--- src/usb_serial_pkg.sv ---
`default_nettype none

package usb_serial_pkg;

    //----------------------------------------------------------------------
    // sizes
    //----------------------------------------------------------------------

    localparam int FIFO_ASIZE = 10;           // send buffer holds 2**10 bytes
    localparam int MAX_PKT    = 32;           // data bytes per IN packet, max

    //----------------------------------------------------------------------
    // packet ids, as sent on the wire
    //----------------------------------------------------------------------

    localparam logic [7:0] PID_DATA0 = 8'hC3; // even data packet
    localparam logic [7:0] PID_DATA1 = 8'h4B; // odd data packet
    localparam logic [7:0] PID_NAK   = 8'h5A; // handshake, nothing to send

    //----------------------------------------------------------------------
    // host side byte stream
    //----------------------------------------------------------------------

    // one byte of a packet; the first beat of every packet is its pid
    typedef struct packed {
        logic [7:0] data;                     // pid or payload byte
        logic       last;                     // final beat of the packet
    } usb_beat_t;

endpackage

`default_nettype wire
--- src/out_endpoint.sv ---
`timescale 1ns/1ps
`default_nettype none

module out_endpoint (
    input  logic                      clk,
    input  logic                      usb_rstn,
    input  usb_serial_pkg::usb_beat_t rx_beat,
    input  logic                      rx_valid,
    output logic [7:0]                recv_data,
    output logic                      recv_valid
);

    import usb_serial_pkg::*;

    logic in_pkt;                                     // past the pid beat
    logic accept;                                     // current packet is new data
    logic exp_tgl;                                    // expected toggle, 0 = DATA0
    logic pid_ok;                                     // pid matches the toggle

    assign pid_ok = (rx_beat.data == (exp_tgl ? PID_DATA1 : PID_DATA0));

    //----------------------------------------------------------------------
    // packet tracking and duplicate drop
    //----------------------------------------------------------------------

    always_ff @(posedge clk or negedge usb_rstn) begin
        if (!usb_rstn) begin
            in_pkt     <= 1'b0;
            accept     <= 1'b0;
            exp_tgl    <= 1'b0;
            recv_valid <= 1'b0;
        end else begin
            recv_valid <= 1'b0;                       // one pulse per byte
            if (rx_valid) begin
                if (!in_pkt) begin
                    accept <= pid_ok;                 // repeat pid = retransmit
                    in_pkt <= ~rx_beat.last;
                    if (rx_beat.last && pid_ok) begin
                        exp_tgl <= ~exp_tgl;          // zero length packet
                    end
                end else begin
                    recv_valid <= accept;
                    if (rx_beat.last) begin
                        in_pkt <= 1'b0;               // next beat is a pid
                        if (accept) begin
                            exp_tgl <= ~exp_tgl;
                        end
                    end
                end
            end
        end
    end

    // payload byte, 1 cycle behind its beat
    always_ff @(posedge clk) begin
        if (rx_valid && in_pkt && accept) begin
            recv_data <= rx_beat.data;
        end
    end

endmodule

`default_nettype wire

--- config.mk ---
export PLATFORM = sky130hd
export DESIGN_NAME = out_endpoint
export DESIGN_NICKNAME = d
export VERILOG_FILES = /design/src/usb_serial_pkg.sv /design/src/out_endpoint.sv
export SDC_FILE = /design/constraint.sdc
export NUM_CORES = 1
export LEC_CHECK = 0
export BUFFER_PORTS_ARGS = -buffer_cell sky130_fd_sc_hd__buf_4
export CORE_AREA = 2 2 39 41
export CTS_CLUSTER_SIZE = 20
export DETAILED_ROUTE_END_ITERATION = 12
export DIE_AREA = 0 0 41 43
export PLACE_DENSITY_LB_ADDON = 0.15
export RECOVER_POWER = 100
export SLEW_MARGIN = 0
export SYNTH_ARGS = -nofsm -noshare
export SYNTH_HDL_FRONTEND = slang
export SYNTH_SLANG_ARGS = --single-unit
--- constraint.sdc ---
create_clock -name clk -period 1 [get_ports clk]
set_input_delay 0.05 -clock clk [delete_from_list [all_inputs] [get_ports clk]]
set_output_delay 0.05 -clock clk [all_outputs]
set_load 0.02 [all_outputs]
* Yosys cells after proc, flatten, opt, wreduce, memory -nomap -nowiden *
Cells that the tools add are included.

word-level totals
  flip-flop bits (word level) = 12
  bits of input ports = 12
  output and inout bits = 9
  logic and storage cells = 26

operators by class
  reduce and logical (&&, ||, !) cells = 6
  bitwise gates (word level) = 3
  eq/ne operators = 3
  mux-type cells = 9

operators by type and width
  kind                count
  $eq 8x8->1          1
  $mux 1              8
  $mux 8              1
  $reduce_and 4->1    1
  $logic_and 1x1->1   3
  $not 1->1           3
  $ne 2x1->1 const B  1
  $ne 2x2->1 const B  1
  $reduce_and 2->1    1
  $reduce_bool 2->1   1

* Longest topological paths before layout *
  word-level depth = 5
  depth in mapped cells = 3
  depth with buffers taken out = 3

* Least setup slack after synthesis *
No wires, ideal clock.

  path type = flip-flop to flip-flop
  start = register in_pkt
  end = register exp_tgl
  setup time = 0.088 ns
  clock period less this slack = 1.087 ns
  arrival = 0.999 ns
  cell stages (with the launch flop) = 4
  path slack = -0.087 ns
  path through = dfrtp_1 nand4b_2 o31ai_2 nor3b_1

between the ends
  cells in the longest elaborated chain, start to end = 2
  elaborated cells on any way between the ends = 5
  those cells by class = eq/ne: 2; mux: 1; reduce/logical: 2

ends and longest elaborated chain
  element                                                    RTL line            RTL
  from (decl)                                                out_endpoint.sv:15  logic in_pkt;
  from (signal assigned)                                     out_endpoint.sv:37  in_pkt <= ~rx_beat.last;
  $ne 2x1->1 (no source line), or another cell as far along  -
  $reduce_and 4->1 (no source line)                          -
  to (signal assigned)                                       out_endpoint.sv:39  exp_tgl <= ~exp_tgl;
  to (signal assigned)                                       out_endpoint.sv:46  exp_tgl <= ~exp_tgl;
  to (decl)                                                  out_endpoint.sv:17  logic exp_tgl;

Parallel ways exist; a longest one is shown, timed or not.
A chain may end at the register's enable or synchronous reset.

* Worst setup path in the final report *
Same ends and word-level chain as after synthesis.

==> metrics.txt <==
final setup violation count 10; Num CTS Buffers 3; CP arrival about 1.3 ns; Power Density 1230 nW/um^2; clk root buf clkbuf_4; Avg WL per Cell 14.3 um; Synth area leaders edfxtp_1 50%, dfrtp_1 21%, nand4b_2 3.1%; die height approximately 43 um; count of cell types in the netlist 18; CP required roughly 1.2 ns; die area around 1800 um^2; clk_lat worst skew between 0.2 and 0.3 ns; Synth Instances 30; Overall Power around 0.97 mW; Worst-path clk slew ~0.080 ns; crit end category flip-flop; #FFs+latches synth 12; CTS tree done; worst relative slew slack around 84%; fill cell count approximately 130; GR Util All Layers between 10% and 20%; critical setup path kind reg -> reg; Slew Viols, Final 0; failing checks setup timing; Setup TNS Final -0.674 ns; Hold Vio Cnt, Final 0; via count roughly 400; Sequential Area roughly 340 um^2; Worst IR Drop VDD approximately 0.00065 V; worst r2r src in_pkt$_DFFE_PN0P_; area of the multi-input gates around 180 um^2; critical path peak fanout 6; Post-synth ARST share roughly 33%; max_cap viols 0; 1st-pass router iterations 4; vias in the first global route between 400 and 500; clk buf depth 2; fin crit share 113%; nets 80; R2R setup slack -0.13 ns; Routed Antenna Nets 0; measured slew at the worst slew-check pin approximately 0.23 ns; initial antenna violation count 0; final core occ a little under three fifths; Synth top area share 50.0%; post-synth top area cell edfxtp_1; core area 1380 um^2; Synth Flop Type edfxtp_1; RSZ-0062 raised after global routing yes; antenna cell count 0; CP endpoint exp_tgl$_DFFE_PN0P_; FP Rows 14; met2 WL 630 um; Worst Reg-to-Reg Cells 3; register area share after synthesis a little over two thirds; port bufs 20; Synth top cells by count 8 x edfxtp_1, 4 x dfrtp_1, 2 x and3_1, 2 x nand2b_1; Metal-1 WL around 460 um; worst setup margin -0.130 ns; Vias/cell between 4 and 5; number of flops mapped to enable cells by yosys 8; residual DRC count 0; DR iter-0 viols 8; grt ovf 0; first-pass GRT wire length 1720 um; Mean Syn Cell Area about 16 um^2; reg2reg end exp_tgl$_DFFE_PN0P_; Syn Nets 42; Setup crit start kind flip-flop; final setup skew around 0.009 ns; Area growth syn-to-layout 64.6%; status finished, violations left; crit path launch in_pkt$_DFFE_PN0P_; Max Freq just under 900 MHz; min cycle time layout roughly 1.1 ns; CTS Sinks 12; synth warn 0; most frequent cell after synthesis edfxtp_1; max layer used met4; Cell Area, Synth between 400 and 500 um^2; share of cells above drive strength 1 roughly two fifths; hold crit path type in -> reg; DIE WIDTH around 41 um; GPL Wtd Cong ~0.76; Leak Pwr approximately 0.33 nW; H-tree Lvls 1; total wire length approximately 1200 um; Starting Density about a third; largest net degree at the start of global routing 9; met3 routed WL 95 um; I/O pin count 21
## worst max-delay path, stage by stage, from the launching register on
cell      delay (ns)
dfrtp_1         0.43
nand4b_4        0.23
nor4_4          0.26
nor3b_2         0.08
## worst min path at each step
| stage | from | to | cells after the start | slack [ns] |
|---|---|---|---|---|
| after global placement | usb_rstn | recv_valid$_DFF_PN0_ | 1 | -0.15 |
| after global routing | rx_valid | in_pkt$_DFFE_PN0P_ | 2 | 0.06 |
| after detailed placement | usb_rstn | recv_valid$_DFF_PN0_ | 1 | -0.15 |
| after CTS | rx_valid | in_pkt$_DFFE_PN0P_ | 2 | 0.04 |
| final | rx_valid | in_pkt$_DFFE_PN0P_ | 2 | 0.05 |
| after floorplan | usb_rstn | accept$_DFFE_PN0P_ | 0 | -0.25 |
## per-stage QoR
step	hold slack [ns]	instances	cell area (um^2)	worst slack (ns)
finish	0.0479	83	791	-0.130
global route	0.0583	83	791	-0.163
CTS	0.0401	81	816	-0.130
detailed placement	-0.149	66	676	-0.154
global placement	-0.152	66	676	-0.0482
floorplan	-0.246	30	505	-0.0339
## repair_timing
item                       CTS  global route
hold buffers                 9             0
pin swaps                    3             2
hold endpoints to repair    12             0
resized for setup            2             1
setup endpoints to repair   10            10
buffers inserted             2             2
## where the power goes
part | internal (mW) | switching (mW)
Sequential | 0.534 | 0.00543
Clock | 0.154 | 0.165
Combinational | 0.0688 | 0.0423
Total | 0.757 | 0.213
## metal layers
layer / up-vias / global-route usage, %
li1: 193 / -
met2: 16 / 24.1
met4: 0 / 4.00
met1: 199 / 18.2
met3: 2 / 3.66
met5: - / 0
## area by class of cell
| type | count | share of cell area, % |
|---|---|---|
| clock buffer | 4 | 3.32 |
| multi-input combinational | 18 | 22.3 |
| timing repair buffer | 33 | 28.8 |
| tap | 16 | 2.53 |
| sequential | 12 | 43.0 |
## placed cells by master (no fill, tap or decap)
cell type / n
clkbuf_1: 9
dlygate4sd3_1: 9
buf_4: 8
edfxtp_1: 8
clkbuf_4: 6
clkbuf_2: 5
dfrtp_1: 4
nand2b_1: 2
and3_2: 1
and3_1: 1
nand2_1: 1
o21a_1: 1
nand3b_1: 1
o21ai_1: 1
nand4b_4: 1
or3_4: 1
nor2_2: 1
a32o_1: 1
and4_1: 1
mux2_4: 1
nor4_4: 1
a21oi_1: 1
o31ai_2: 1
nor3b_2: 1
## state kept, by name, summed over array words and instances, names as in the netlist
register and flops:
recv_data 8, exp_tgl 1, recv_valid 1, in_pkt 1, accept 1
## kinds of logic after synthesis
family	count (synthesis)	share of synthesized area, %
and+or+nand+nor	12	18.5
AOI/OAI and AO/OA	5	8.33
muxes	1	2.34
DFF	12	70.8
No activity file was read; power rests on OpenSTA's default activity.
