**src/usb_serial_pkg.sv**
```systemverilog
`default_nettype none

package usb_serial_pkg;

    //----------------------------------------------------------------------
    // sizes
    //----------------------------------------------------------------------

    localparam int FIFO_ASIZE = 10;           // send buffer holds 2**10 bytes
    localparam int MAX_PKT    = 32;           // data bytes per IN packet, max

    //----------------------------------------------------------------------
    // packet ids, as sent on the wire
    //----------------------------------------------------------------------

    localparam logic [7:0] PID_DATA0 = 8'hC3; // even data packet
    localparam logic [7:0] PID_DATA1 = 8'h4B; // odd data packet
    localparam logic [7:0] PID_NAK   = 8'h5A; // handshake, nothing to send

    //----------------------------------------------------------------------
    // host side byte stream
    //----------------------------------------------------------------------

    // one byte of a packet; the first beat of every packet is its pid
    typedef struct packed {
        logic [7:0] data;                     // pid or payload byte
        logic       last;                     // final beat of the packet
    } usb_beat_t;

endpackage

`default_nettype wire
```
**src/in_endpoint.sv**
```systemverilog
`timescale 1ns/1ps
`default_nettype none

module in_endpoint (
    input  logic                                clk,
    input  logic                                usb_rstn,
    // host side
    input  logic                                in_token,     // host asks for data
    input  logic                                in_ack,       // host got the packet
    input  logic                                in_timeout,   // no handshake came back
    output usb_serial_pkg::usb_beat_t           tx_beat,
    output logic                                tx_valid,
    // send buffer side
    output logic                                rd_en,
    output logic                                rd_commit,
    output logic                                rd_rewind,
    input  logic [7:0]                          rd_data,
    input  logic [usb_serial_pkg::FIFO_ASIZE:0] rd_avail
);

    import usb_serial_pkg::*;

    typedef enum logic [1:0] {
        ST_IDLE,                                              // waiting for a token
        ST_PID,                                               // pid or nak beat on the bus
        ST_DATA,                                              // payload beats
        ST_WAIT                                               // waiting for ack / timeout
    } state_t;

    state_t              state;
    logic                tgl;                                 // data toggle, 0 = DATA0
    logic [FIFO_ASIZE:0] cnt;                                 // beats left incl. current
    logic [FIFO_ASIZE:0] pkt_len;                             // length if token now
    logic                nak;                                 // empty packet -> nak
    logic                last_beat;                           // final payload beat

    //----------------------------------------------------------------------
    // packet length and beat flags
    //----------------------------------------------------------------------

    assign pkt_len   = (rd_avail > MAX_PKT) ? (FIFO_ASIZE+1)'(MAX_PKT) : rd_avail;
    assign nak       = (cnt == '0);                           // nothing latched at token
    assign last_beat = (cnt == (FIFO_ASIZE+1)'(1));

    //----------------------------------------------------------------------
    // outputs, decoded from state
    //----------------------------------------------------------------------

    always_comb begin
        tx_valid     = 1'b0;
        tx_beat.data = rd_data;                               // payload straight from ram
        tx_beat.last = 1'b0;
        rd_en        = 1'b0;
        rd_commit    = 1'b0;
        rd_rewind    = 1'b0;
        case (state)
            ST_PID: begin
                tx_valid = 1'b1;
                if (nak) begin
                    tx_beat.data = PID_NAK;
                    tx_beat.last = 1'b1;                      // nak is a one beat packet
                end else begin
                    tx_beat.data = tgl ? PID_DATA1 : PID_DATA0;
                    rd_en        = 1'b1;                      // prefetch first byte
                end
            end
            ST_DATA: begin
                tx_valid     = 1'b1;
                tx_beat.last = last_beat;
                rd_en        = ~last_beat;                    // fetch for next cycle
            end
            ST_WAIT: begin
                rd_commit = in_ack;                           // ack wins if both
                rd_rewind = in_timeout & ~in_ack;             // same packet resent later
            end
            default: begin
            end
        endcase
    end

    //----------------------------------------------------------------------
    // fsm
    //----------------------------------------------------------------------

    always_ff @(posedge clk or negedge usb_rstn) begin
        if (!usb_rstn) begin
            state <= ST_IDLE;
            tgl   <= 1'b0;                                    // start at DATA0
            cnt   <= '0;
        end else begin
            case (state)
                ST_IDLE: begin
                    if (in_token) begin
                        cnt   <= pkt_len;                     // length fixed at token
                        state <= ST_PID;
                    end
                end
                ST_PID: begin
                    state <= nak ? ST_IDLE : ST_DATA;         // nak needs no answer
                end
                ST_DATA: begin
                    cnt <= cnt - 1'b1;
                    if (last_beat) begin
                        state <= ST_WAIT;
                    end
                end
                ST_WAIT: begin
                    if (in_ack) begin
                        tgl   <= ~tgl;                        // next packet, other pid
                        state <= ST_IDLE;
                    end else if (in_timeout) begin
                        state <= ST_IDLE;                     // toggle kept for retry
                    end
                end
                default: begin
                    state <= ST_IDLE;
                end
            endcase
        end
    end

endmodule

`default_nettype wire

```
**config.mk**
```make
export PLATFORM = sky130hd
export DESIGN_NAME = in_endpoint
export DESIGN_NICKNAME = d
export VERILOG_FILES = /design/src/usb_serial_pkg.sv /design/src/in_endpoint.sv
export SDC_FILE = /design/constraint.sdc
export NUM_CORES = 1
export LEC_CHECK = 0
export ABC_AREA = 1
export BUFFER_PORTS_ARGS = -buffer_cell sky130_fd_sc_hd__buf_4
export CORE_UTILIZATION = 54
export CTS_CLUSTER_SIZE = 10
export DETAILED_ROUTE_END_ITERATION = 8
export PLACE_DENSITY = 0.84
export SETUP_SLACK_MARGIN = 0.05
export SYNTH_ARGS = -nofsm -noshare
export SYNTH_HDL_FRONTEND = slang
export SYNTH_SLANG_ARGS = --single-unit
```
**constraint.sdc**
```tcl
create_clock -name clk -period 4.8 [get_ports clk]
set_clock_uncertainty 0.05 [all_clocks]
set_input_delay 0.96 -clock clk [delete_from_list [all_inputs] [get_ports clk]]
set_output_delay 0.96 -clock clk [all_outputs]
set_load 0.1 [all_outputs]
```
# Word level (Yosys, flattened, before mapping)
# Index checks and enable logic that the tools add are counted.
[totals]
regBits = 14
out_inout_bits = 13
elab_cells = 42
[op_classes]
add_sub_neg = 1
n_lt_le_gt_ge = 1
eq_ne = 7
mux = 19
bitwise_logic = 4
n_reduce_logical = 7
[op_table]
columns = ["cell", "n"]
rows = [
  ["two-way mux 8 bit", 3],
  ["two-way mux 11 bit", 2],
  ["case mux 11 bit (2 select lines)", 1],
  ["== test 11 x 1 -> 1 bit (second input constant)", 1],
  ["greater-than comparator 11 x 6 -> 1 bit (second input constant)", 1],
  ["logical NOT 11 bit", 1],
  ["subtractor 11 x 1 -> 11 bit (second input constant)", 1],
  ["two-way mux 2 bit", 5],
  ["case mux 2 bit (4 select lines)", 1],
  ["two-way mux 1 bit", 5],
  ["== test 2 bit (second input constant)", 2],
  ["!= test 2 bit (second input constant)", 2],
  ["case mux 1 bit (2 select lines)", 2],
  ["AND reduction 2 bit", 2],
  ["!= test 3 bit (second input constant)", 1],
  ["NOT 1 bit", 3],
  ["AND reduction 3 bit", 1],
  ["== test 2 x 1 -> 1 bit (second input constant)", 1],
  ["logical NOT 2 bit", 1],
  ["nonzero test 2 bit", 1],
  ["OR reduction 2 bit", 1],
  ["AND 1 bit", 1],
]

# Depth between registers and ports, before layout
# Gate-level depths: netlist of the first run.
[logic_depth]
ltp_word = 4
depth_mapped = 11
ltp_nobuf = 10

# Worst setup path before layout of the first run
# No wires, ideal clock.
[synth_timing]
path_type = "register to output"
start = "register state[0]"
end = "output port tx_beat[0] in the netlist's numbering"
arrival_ps = 3008
t_required_ps = 3790
slack_ps = 782
path_stages_with_launch = 5
n_path_buf = 0
cell_sequence = "dfrtp_1 > inv_1 > ha_1 > inv_1 > a21oi_1"
[synth_rtl]
columns = ["item", "line", "rtl"]
rows = [
  ["start, declared", "in_endpoint.sv:30", "state_t state;"],
  ["start signal, assigned", "in_endpoint.sv:99", "state <= nak ? ST_IDLE : ST_DATA;"],
  ["end, declared", "in_endpoint.sv:11", "output usb_serial_pkg::usb_beat_t tx_beat,"],
]

==> impl_metrics.csv, run 1 <==
group,metric,value,unit
sta,finalHoldViolCount,0,
critical_path,worstPathMaxFanout,8,
clocking,cts.sinks,14,
clocking,clk_latency,0.29,ns
die,die_x,48.6,um
die,io_pins,37,
sta,max_freq,330,MHz
placement,hpwl,2120,um
global_routing,grt_pass1_wl,4420,um
critical_path,path_cells,"inv_1 > ha_1 > inv_1 > nor2_2 > inv_2 > o21ai_1 > buf_4",
logic_synthesis,synth-edff-count,0,
logic_synthesis,netlist_area,1170,um^2
detailed_routing,dr_wl_met2,1320,um
detailed_routing,wl_per_cell,11.1,um
sta,fin_ws,1.77,ns
critical_path,crit_arrival,2.02,ns
clocking,cts_inserted_buffers,3,
logic_synthesis,ys_types,29,
die,die_y,48.6,um
cells_and_area,fillerInstances,160,
logic_synthesis,synth_fp_nets,199,
critical_path,cpMostUsedCell,"inv_1",
job,max-cap-violations,0,
detailed_routing,routed_wl,2590,um
worst_hold_path,hold_path.class,"input port to async pin",
placement,io_buffers,36,
die,dieArea,2360,um^2
clocking,clk_path_buf_depth,2,
detailed_routing,wl_met1,1150,um
logic_synthesis,avgSynthCellArea,6.98,um^2
sta,worst_pin_slew,0.426,ns
cells_and_area,final_nets,239,
logic_synthesis,synthCells,168,
critical_path,worstSetupPathType,"flop to output port",
sta,setup_tns,0,ns
logic_synthesis,synthArstFlopShare,1.00,
logic_synthesis,yosysSeqAreaShare,0.299,
clocking,ctsHtreeMaxLevel,1,
cells_and_area,area_delta_synth_final,28.1,%
sta,period_needed,3.03,ns
critical_path,required,3.79,ns
placement,place_ws,2.12,ns
critical_path,endpoint_kind,"output port",
critical_path,crit_slowest_cell,"dfrtp_1",
clocking,post_cts_buffers,0,
die,fp.coreArea,2000,um^2
global_routing,antenna_found_initial,0,
sta,relSlewSlack,0.716,
critical_path,crit_family,"buffers and inverters",
die,row_count,16,
logic_synthesis,ys_seq_elements,14,
detailed_routing,firstDrtPassIters,4,
global_routing,track_usage,0.243,
global_routing,grt_overflow_total,0,
critical_path,startpoint_type,"flop",
clocking,hold_buffers,0,
placement,gp_congestion,0.834,
critical_path,crit_buf_inv,4,
cells_and_area,multi_input_area,703,um^2
detailed_routing,drc,0,
clocking,cts-resized-gates,0,
clocking,tritoncts,"built",
sta,finalCritPeriodShare,0.631,
logic_synthesis,ys.flop_type,"dfrtp_1",
global_routing,grt_pass1_vias,1108,
detailed_routing,num_vias,1160,
cells_and_area,diodes,0,
detailed_routing,dr.max_layer_used,"met4",
status,status,"complete, no violations",
sta,setup_viol,0,
clocking,clk_pin_slew_worst_paths,0.09,ns
global_routing,grt_max_degree,15,
sta,grt_setup_unrepaired,"false",
cells_and_area,drive_gt1_frac,0.314,
sta,final_max_slew_viol_count,0,
detailed_routing,avgViaCountPerCell,4.96,
logic_synthesis,ys_warn_count,0,
detailed_routing,ant_nets,0,
detailed_routing,dr_wl_met3,77,um
die,start_util,0.586,
clocking,cts-root-buf,"clkbuf_4",
detailed_routing,drt-initial-drc-count,23,
critical_path,slowest_delay,0.42,ns
cells_and_area,seq_area,350,um^2
-- worst paths after layout --
| path | end | startpoint | cells past startpoint | slack, ns |
|---|---|---|---|---|
| setup / recovery | tx_beat[8] | flop | 7 | 1.77 |
| hold / removal | cnt[9]$_DFFE_PN0P_ | usb_rstn | 1 | 0.45 |
| setup reg to reg | cnt[7]$_DFFE_PN0P_ | state[0]$_DFFE_PN0P_ | 7 | 2.94 |
| hold reg to reg | cnt[6]$_DFFE_PN0P_ | cnt[6]$_DFFE_PN0P_ | 1 | 0.48 |
| max in group asynchronous | cnt[8]$_DFFE_PN0P_ | usb_rstn | 1 | 4.08 |
| min in group clk | cnt[6]$_DFFE_PN0P_ | cnt[6]$_DFFE_PN0P_ | 1 | 0.48 |
-- cells in the final DEF (no fill, tap or decap) --
| cell type | instances |
|---|---|
| nand2_1 | 38 |
| buf_4 | 36 |
| inv_1 | 24 |
| nor2_1 | 23 |
| dfrtp_1 | 14 |
| a21oi_1 | 10 |
| ha_1 | 7 |
| nor2_2 | 6 |
| nand3_1 | 6 |
| o21ai_0 | 6 |
| nor2_4 | 5 |
| inv_2 | 3 |
| nand2_4 | 3 |
| clkbuf_4 | 3 |
| nand2_2 | 2 |
| nor3_1 | 2 |
| nand3b_1 | 2 |
| or2_2 | 2 |
| nand4_1 | 2 |
| o22ai_1 | 2 |
| nand3_2 | 1 |
| a21oi_2 | 1 |
| o21ai_1 | 1 |
| and3b_1 | 1 |
| inv_4 | 1 |
| a21boi_0 | 1 |
| o21ai_2 | 1 |
| o21a_1 | 1 |
| xnor2_1 | 1 |
| xor2_1 | 1 |
| clkbuf_8 | 1 |
-- cell type report --
cell class              count  share of cell area
well taps                  27              0.0225
inverters                  28              0.0717
flip-flops and latches     14               0.233
multi-input cells         125               0.468
repair buffers             36               0.180
clock buffers               4              0.0242
-- per-stage QoR --
step	utilization	instance area (um^2)	hold WS [ns]	cells
finish	0.750	1500	0.448	234
floorplan	-	1170	0.432	168
global route	0.750	1500	0.449	234
global placement	0.732	1470	0.447	230
detailed placement	0.732	1470	0.473	230
CTS	0.750	1500	0.450	234
-- cells by family (layout without fill, tap and decap cells) --
logic type	Yosys count	in the layout	synth area share
AO/OA/AOI/OAI	23	23	0.111
XOR/XNOR	2	2	0.0149
adder cells (fa/ha/maj)	7	7	0.0747
buffers and inverters	29	68	0.101
flip-flops	14	14	0.299
AND/OR/NAND/NOR	93	93	0.399
-- sequential cells by signal, indices dropped and copies added (netlist names), named ones only --
| register | count |
|---|---|
| tgl | 1 |
| state | 1 |
| cnt | 11 |
-- cells in the mapped netlist (3+ instances only) --
library cell	number	area share
nand2_1	38	0.12
inv_1	24	0.077
nor2_1	23	0.074
dfrtp_1	14	0.30
a21oi_1	10	0.043
ha_1	7	0.075
nand3_1	6	0.026
nor2_2	6	0.032
o21ai_0	6	0.026
nor2_4	5	0.048
inv_2	3	0.0096
nand2_4	3	0.029
-- per-layer routing --
| metal | global-route usage | vias to the layer above |
|---|---|---|
| met5 | 0 | - |
| met4 | 0.0931 | 0 |
| met3 | 0.0472 | 5 |
| met2 | 0.425 | 27 |
| met1 | 0.293 | 526 |
| li1 | - | 602 |
Power of run 1 is not shown: default switching activity piles up to over one toggle a cycle in this logic, so the estimate is an artifact.
==> run 2, diff against run 1 <==
--- a/config.mk
+++ b/config.mk
@@ -7,10 +7,10 @@
 export LEC_CHECK = 0
 export ABC_AREA = 1
 export BUFFER_PORTS_ARGS = -buffer_cell sky130_fd_sc_hd__buf_4
-export CORE_UTILIZATION = 54
+export CORE_UTILIZATION = 50
 export CTS_CLUSTER_SIZE = 10
 export DETAILED_ROUTE_END_ITERATION = 8
-export PLACE_DENSITY = 0.84
+export PLACE_DENSITY = 0.79
 export SETUP_SLACK_MARGIN = 0.05
 export SYNTH_ARGS = -nofsm -noshare
 export SYNTH_HDL_FRONTEND = slang
==> constraint.sdc (replaced) <==
create_clock -name clk -period 3.12 [get_ports clk]
set_clock_uncertainty 0.05 [all_clocks]
set_input_delay 0.624 -clock clk [delete_from_list [all_inputs] [get_ports clk]]
set_output_delay 0.624 -clock clk [all_outputs]
set_load 0.1 [all_outputs]
==> run 2 against run 1 <==
Net effect:
- utilization shrank 6.6 points
- count of clock-buffer cells in the layout is the same
- cell count grew 0.43%
- worst setup slack lost 1.3 ns
- sequential share of layout area shrank 0.19 points
- critical path depth is the same
- sequential cell count is the same
- non-clock buffer count is the same
- register-to-register slack lost 1.7 ns
- die area grew 7.7%
- routed wire length grew 2.3%
- first-iteration DRC count shrank 8.7%
==> impl_metrics.csv, run 2 (synthesis results as in run 1) <==
group,metric,value,unit
status,status,"complete, no violations",
critical_path,required,2.45,ns
die,dieArea,2540,um^2
sta,setup_tns,0,ns
critical_path,path_cells,"inv_1 > ha_1 > inv_1 > nor2_2 > inv_2 > o21ai_2 > buf_4",
sta,worst_pin_slew,0.397,ns
worst_hold_path,hold_path.class,"input port to async pin",
clocking,hold_buffers,0,
cells_and_area,largest_register_ffs,11,
detailed_routing,ant_nets,0,
cells_and_area,drive_gt1_frac,0.329,
die,die_x,50.4,um
critical_path,worstSetupPathType,"flop to output port",
clocking,clk_path_buf_depth,2,
detailed_routing,wl_per_cell,11.3,um
global_routing,track_usage,0.241,
clocking,clk_latency,0.29,ns
placement,gp_congestion,0.861,
critical_path,crit_arrival,2.00,ns
sta,grt_setup_unrepaired,"false",
clocking,clk_pin_slew_worst_paths,0.09,ns
clocking,cts.sinks,14,
detailed_routing,drt-initial-drc-count,21,
global_routing,grt_max_degree,15,
cells_and_area,fillerInstances,194,
cells_and_area,final_common_cell,"nand2_1",
sta,final_max_slew_viol_count,0,
clocking,ctsHtreeMaxLevel,1,
die,fp.coreArea,2210,um^2
detailed_routing,firstDrtPassIters,4,
placement,hpwl,2090,um
global_routing,antenna_found_initial,0,
sta,setup_viol,0,
detailed_routing,num_vias,1175,
cells_and_area,biggestRegsByFlops,"cnt (11), state (1), tgl (1)",
clocking,cts-root-buf,"clkbuf_4",
critical_path,worstPathMaxFanout,8,
job,max-cap-violations,0,
sta,period_needed,2.68,ns
sta,max_freq,373,MHz
cells_and_area,area_delta_synth_final,29.1,%
global_routing,grt_pass1_wl,4600,um
clocking,tritoncts,"built",
die,die_y,50.4,um
clocking,cts-resized-gates,0,
critical_path,cpMostUsedCell,"inv_1",
global_routing,grt_overflow_total,0,
detailed_routing,drc,0,
die,start_util,0.530,
cells_and_area,regMostFlops,"cnt",
critical_path,endpoint_kind,"output port",
critical_path,crit_buf_inv,4,
cells_and_area,final_nets,239,
detailed_routing,routed_wl,2650,um
die,row_count,17,
detailed_routing,avgViaCountPerCell,5.00,
die,io_pins,37,
critical_path,crit_family,"buffers and inverters",
clocking,post_cts_buffers,0,
cells_and_area,mostFrequentLayoutCells,"38 x nand2_1, 36 x buf_4, 24 x inv_1",
sta,finalCritPeriodShare,0.858,
critical_path,startpoint_type,"flop",
sta,relSlewSlack,0.735,
cells_and_area,multi_input_area,714,um^2
critical_path,crit_slowest_cell,"dfrtp_1",
clocking,cts_inserted_buffers,3,
cells_and_area,seq_area,350,um^2
sta,finalHoldViolCount,0,
critical_path,slowest_delay,0.42,ns
cells_and_area,diodes,0,
placement,io_buffers,36,
global_routing,grt_pass1_vias,1129,
-- run 2: area by class of cell --
type                    count  share of cell area
well taps                  28              0.0231
repair buffers             36               0.179
multi-input cells         125               0.472
clock buffers               4              0.0240
inverters                  28              0.0711
flip-flops and latches     14               0.231
-- run 2: worst paths after layout --
check	start	to	slack, ns	cells past startpoint
setup / recovery	flop	tx_beat[8]	0.44	7
hold / removal	usb_rstn	cnt[8]$_DFFE_PN0P_	0.11	1
setup reg to reg	state[0]$_DFFE_PN0P_	cnt[2]$_DFFE_PN0P_	1.26	10
hold reg to reg	cnt[6]$_DFFE_PN0P_	cnt[6]$_DFFE_PN0P_	0.48	1
max in group asynchronous	usb_rstn	cnt[7]$_DFFE_PN0P_	2.74	1
min in group clk	rd_avail[3]	cnt[3]$_DFFE_PN0P_	0.48	3
-- run 2: worst register-to-register path: stages, from the launching register on --
cell and delay, ns:
dfrtp_1 0.45, inv_1 0.14, ha_1 0.41, inv_4 0.07
nand2_4 0.07, nand2_4 0.09, nor2_4 0.18, inv_2 0.11
nor2_4 0.13, nand2_1 0.06, nand2_1 0.06
-- run 2: through the flow --
stage               hold slack, ns  instances  utilization  cell area, um^2  worst slack [ns]
floorplan                    0.278        168            -             1180            0.0402
global placement             0.436        231        0.668             1480             0.883
detailed placement           0.438        231        0.668             1480             0.762
CTS                          0.116        235        0.684             1510             0.432
global route                 0.101        235        0.684             1510             0.289
finish                       0.109        235        0.684             1510             0.443
-- run 2: per-layer routing --
metal	up-vias	global-route usage	routed length, um
met5	-	0	0
met4	0	0.106	47
met3	7	0.0636	176
met2	51	0.436	1320
met1	517	0.261	1110
li1	600	-	-
Power of run 2 is left out for the same reason.
==> run 3, diff against run 2 <==
--- a/config.mk
+++ b/config.mk
@@ -11,6 +11,7 @@
 export CTS_CLUSTER_SIZE = 10
 export DETAILED_ROUTE_END_ITERATION = 8
 export PLACE_DENSITY = 0.79
+export RECOVER_POWER = 100
 export SETUP_SLACK_MARGIN = 0.05
 export SYNTH_ARGS = -nofsm -noshare
 export SYNTH_HDL_FRONTEND = slang
==> run 3 against run 2 <==
Net effect:
- global-route usage stayed put
- first-iteration DRC count is 14% lower
- non-clock buffer count stayed put
- count of clock-buffer cells in the layout stayed put
- utilization is 2.8 points lower
- cell count stayed put
- fmax is 3.4% lower
- sequential share of layout area is 1.0 points higher
- worst setup slack worse by 0.096 ns
- cell area is 4.1% lower
- highest routed layer unchanged
==> impl_metrics.csv, run 3 (synthesis results as in run 1) <==
group,metric,value,unit
status,status,"complete, no violations",
detailed_routing,num_vias,1157,
critical_path,worstPathMaxFanout,8,
cells_and_area,fillerInstances,212,
clocking,post_cts_buffers,0,
worst_hold_path,hold_path.class,"input port to async pin",
global_routing,grt_overflow_total,0,
clocking,clk_path_buf_depth,2,
detailed_routing,drt-initial-drc-count,18,
global_routing,track_usage,0.241,
critical_path,path_cells,"inv_1 > ha_1 > inv_1 > nor2_2 > inv_2 > nand2_1 > clkbuf_2",
sta,final_max_slew_viol_count,0,
sta,finalHoldViolCount,0,
cells_and_area,diodes,0,
sta,worst_pin_slew,1.17,ns
detailed_routing,routed_wl,2640,um
global_routing,grt_pass1_vias,1129,
clocking,cts_inserted_buffers,3,
cells_and_area,largest_register_ffs,11,
placement,gp_congestion,0.861,
sta,setup_viol,0,
critical_path,crit_slowest_cell,"clkbuf_2",
die,row_count,17,
die,dieArea,2540,um^2
sta,period_needed,2.77,ns
die,fp.coreArea,2210,um^2
cells_and_area,seq_area,350,um^2
critical_path,cpMostUsedCell,"inv_1",
detailed_routing,ant_nets,0,
global_routing,grt_pass1_wl,4600,um
cells_and_area,final_nets,239,
cells_and_area,area_delta_synth_final,23.8,%
die,io_pins,37,
die,die_y,50.4,um
clocking,tritoncts,"built",
sta,max_freq,361,MHz
detailed_routing,firstDrtPassIters,5,
die,start_util,0.530,
clocking,cts-root-buf,"clkbuf_4",
clocking,hold_buffers,0,
critical_path,endpoint_kind,"output port",
clocking,cts.sinks,14,
clocking,clk_pin_slew_worst_paths,0.09,ns
cells_and_area,drive_gt1_frac,0.285,
detailed_routing,avgViaCountPerCell,4.92,
critical_path,startpoint_type,"flop",
detailed_routing,drc,0,
clocking,clk_latency,0.29,ns
cells_and_area,biggestRegsByFlops,"cnt (11), state (1), tgl (1)",
critical_path,slowest_delay,0.45,ns
sta,setup_tns,0,ns
die,die_x,50.4,um
cells_and_area,final_common_cell,"nand2_1",
critical_path,crit_buf_inv,4,
cells_and_area,regMostFlops,"cnt",
detailed_routing,wl_per_cell,11.2,um
global_routing,grt_max_degree,15,
placement,io_buffers,36,
cells_and_area,mostFrequentLayoutCells,"39 x nand2_1, 25 x inv_1, 25 x nor2_1",
critical_path,required,2.45,ns
cells_and_area,multi_input_area,688,um^2
critical_path,worstSetupPathType,"flop to output port",
sta,finalCritPeriodShare,0.889,
placement,hpwl,2090,um
global_routing,antenna_found_initial,0,
clocking,ctsHtreeMaxLevel,1,
critical_path,crit_family,"buffers and inverters",
clocking,cts-resized-gates,0,
job,max-cap-violations,0,
sta,grt_setup_unrepaired,"false",
critical_path,crit_arrival,2.10,ns
sta,relSlewSlack,0.226,
## run 3: cell types whose count changed in the layout (fill, tap and decap cells not counted), sizes merged
cell / before / now
inv: 28 / 27
clkinvlp: 0 / 1
clkbuf: 4 / 16
buf: 36 / 24
## run 3: per-stage QoR
| step | util | worst slack (ns) | instances | instance area (um^2) | hold WS [ns] |
|---|---|---|---|---|---|
| 5_1_grt | 0.656 | 0.197 | 235 | 1450 | 0.357 |
| 3_5_place_dp | 0.668 | 0.762 | 231 | 1480 | 0.438 |
| 3_3_place_gp | 0.668 | 0.883 | 231 | 1480 | 0.436 |
| 2_1_floorplan | - | 0.0402 | 168 | 1180 | 0.278 |
| 6_report | 0.656 | 0.347 | 235 | 1450 | 0.324 |
| 4_1_cts | 0.684 | 0.432 | 235 | 1510 | 0.116 |
## run 3: area by class of cell
type,instances,share of cell area
Multi-Input combinational cell,125,0.474
Sequential cell,14,0.241
Timing Repair Buffer,36,0.162
Inverter,28,0.0733
Clock buffer,4,0.0250
Tap cell,28,0.0241
## run 3: worst paths after layout
check | from | end | depth (start not counted) | slack [ns]
max | flop | tx_beat[1] | 7 | 0.35
min | usb_rstn | cnt[8]$_DFFE_PN0P_ | 1 | 0.32
max reg2reg | state[0]$_DFFE_PN0P_ | cnt[2]$_DFFE_PN0P_ | 10 | 0.63
min reg2reg | cnt[6]$_DFFE_PN0P_ | cnt[6]$_DFFE_PN0P_ | 1 | 0.48
max in group asynchronous | usb_rstn | cnt[0]$_DFFE_PN0P_ | 1 | 2.21
min in group clk | cnt[6]$_DFFE_PN0P_ | cnt[6]$_DFFE_PN0P_ | 1 | 0.48
## run 3: worst reg2reg max path: cells and delay by family (launching register included)
family | cells | cell delay (ns)
adder cells (fa/ha/maj) | 1 | 0.34
buffers and inverters | 3 | 0.59
flip-flops | 1 | 0.45
AND/OR/NAND/NOR | 6 | 1.00
## run 3: metal layers
layer	global-route usage	up-vias	wire, um
met5	0	-	0
met4	0.106	0	42
met3	0.0636	5	174
met2	0.436	48	1320
met1	0.261	506	1100
li1	-	598	-
Power of run 3 is left out for the same reason.
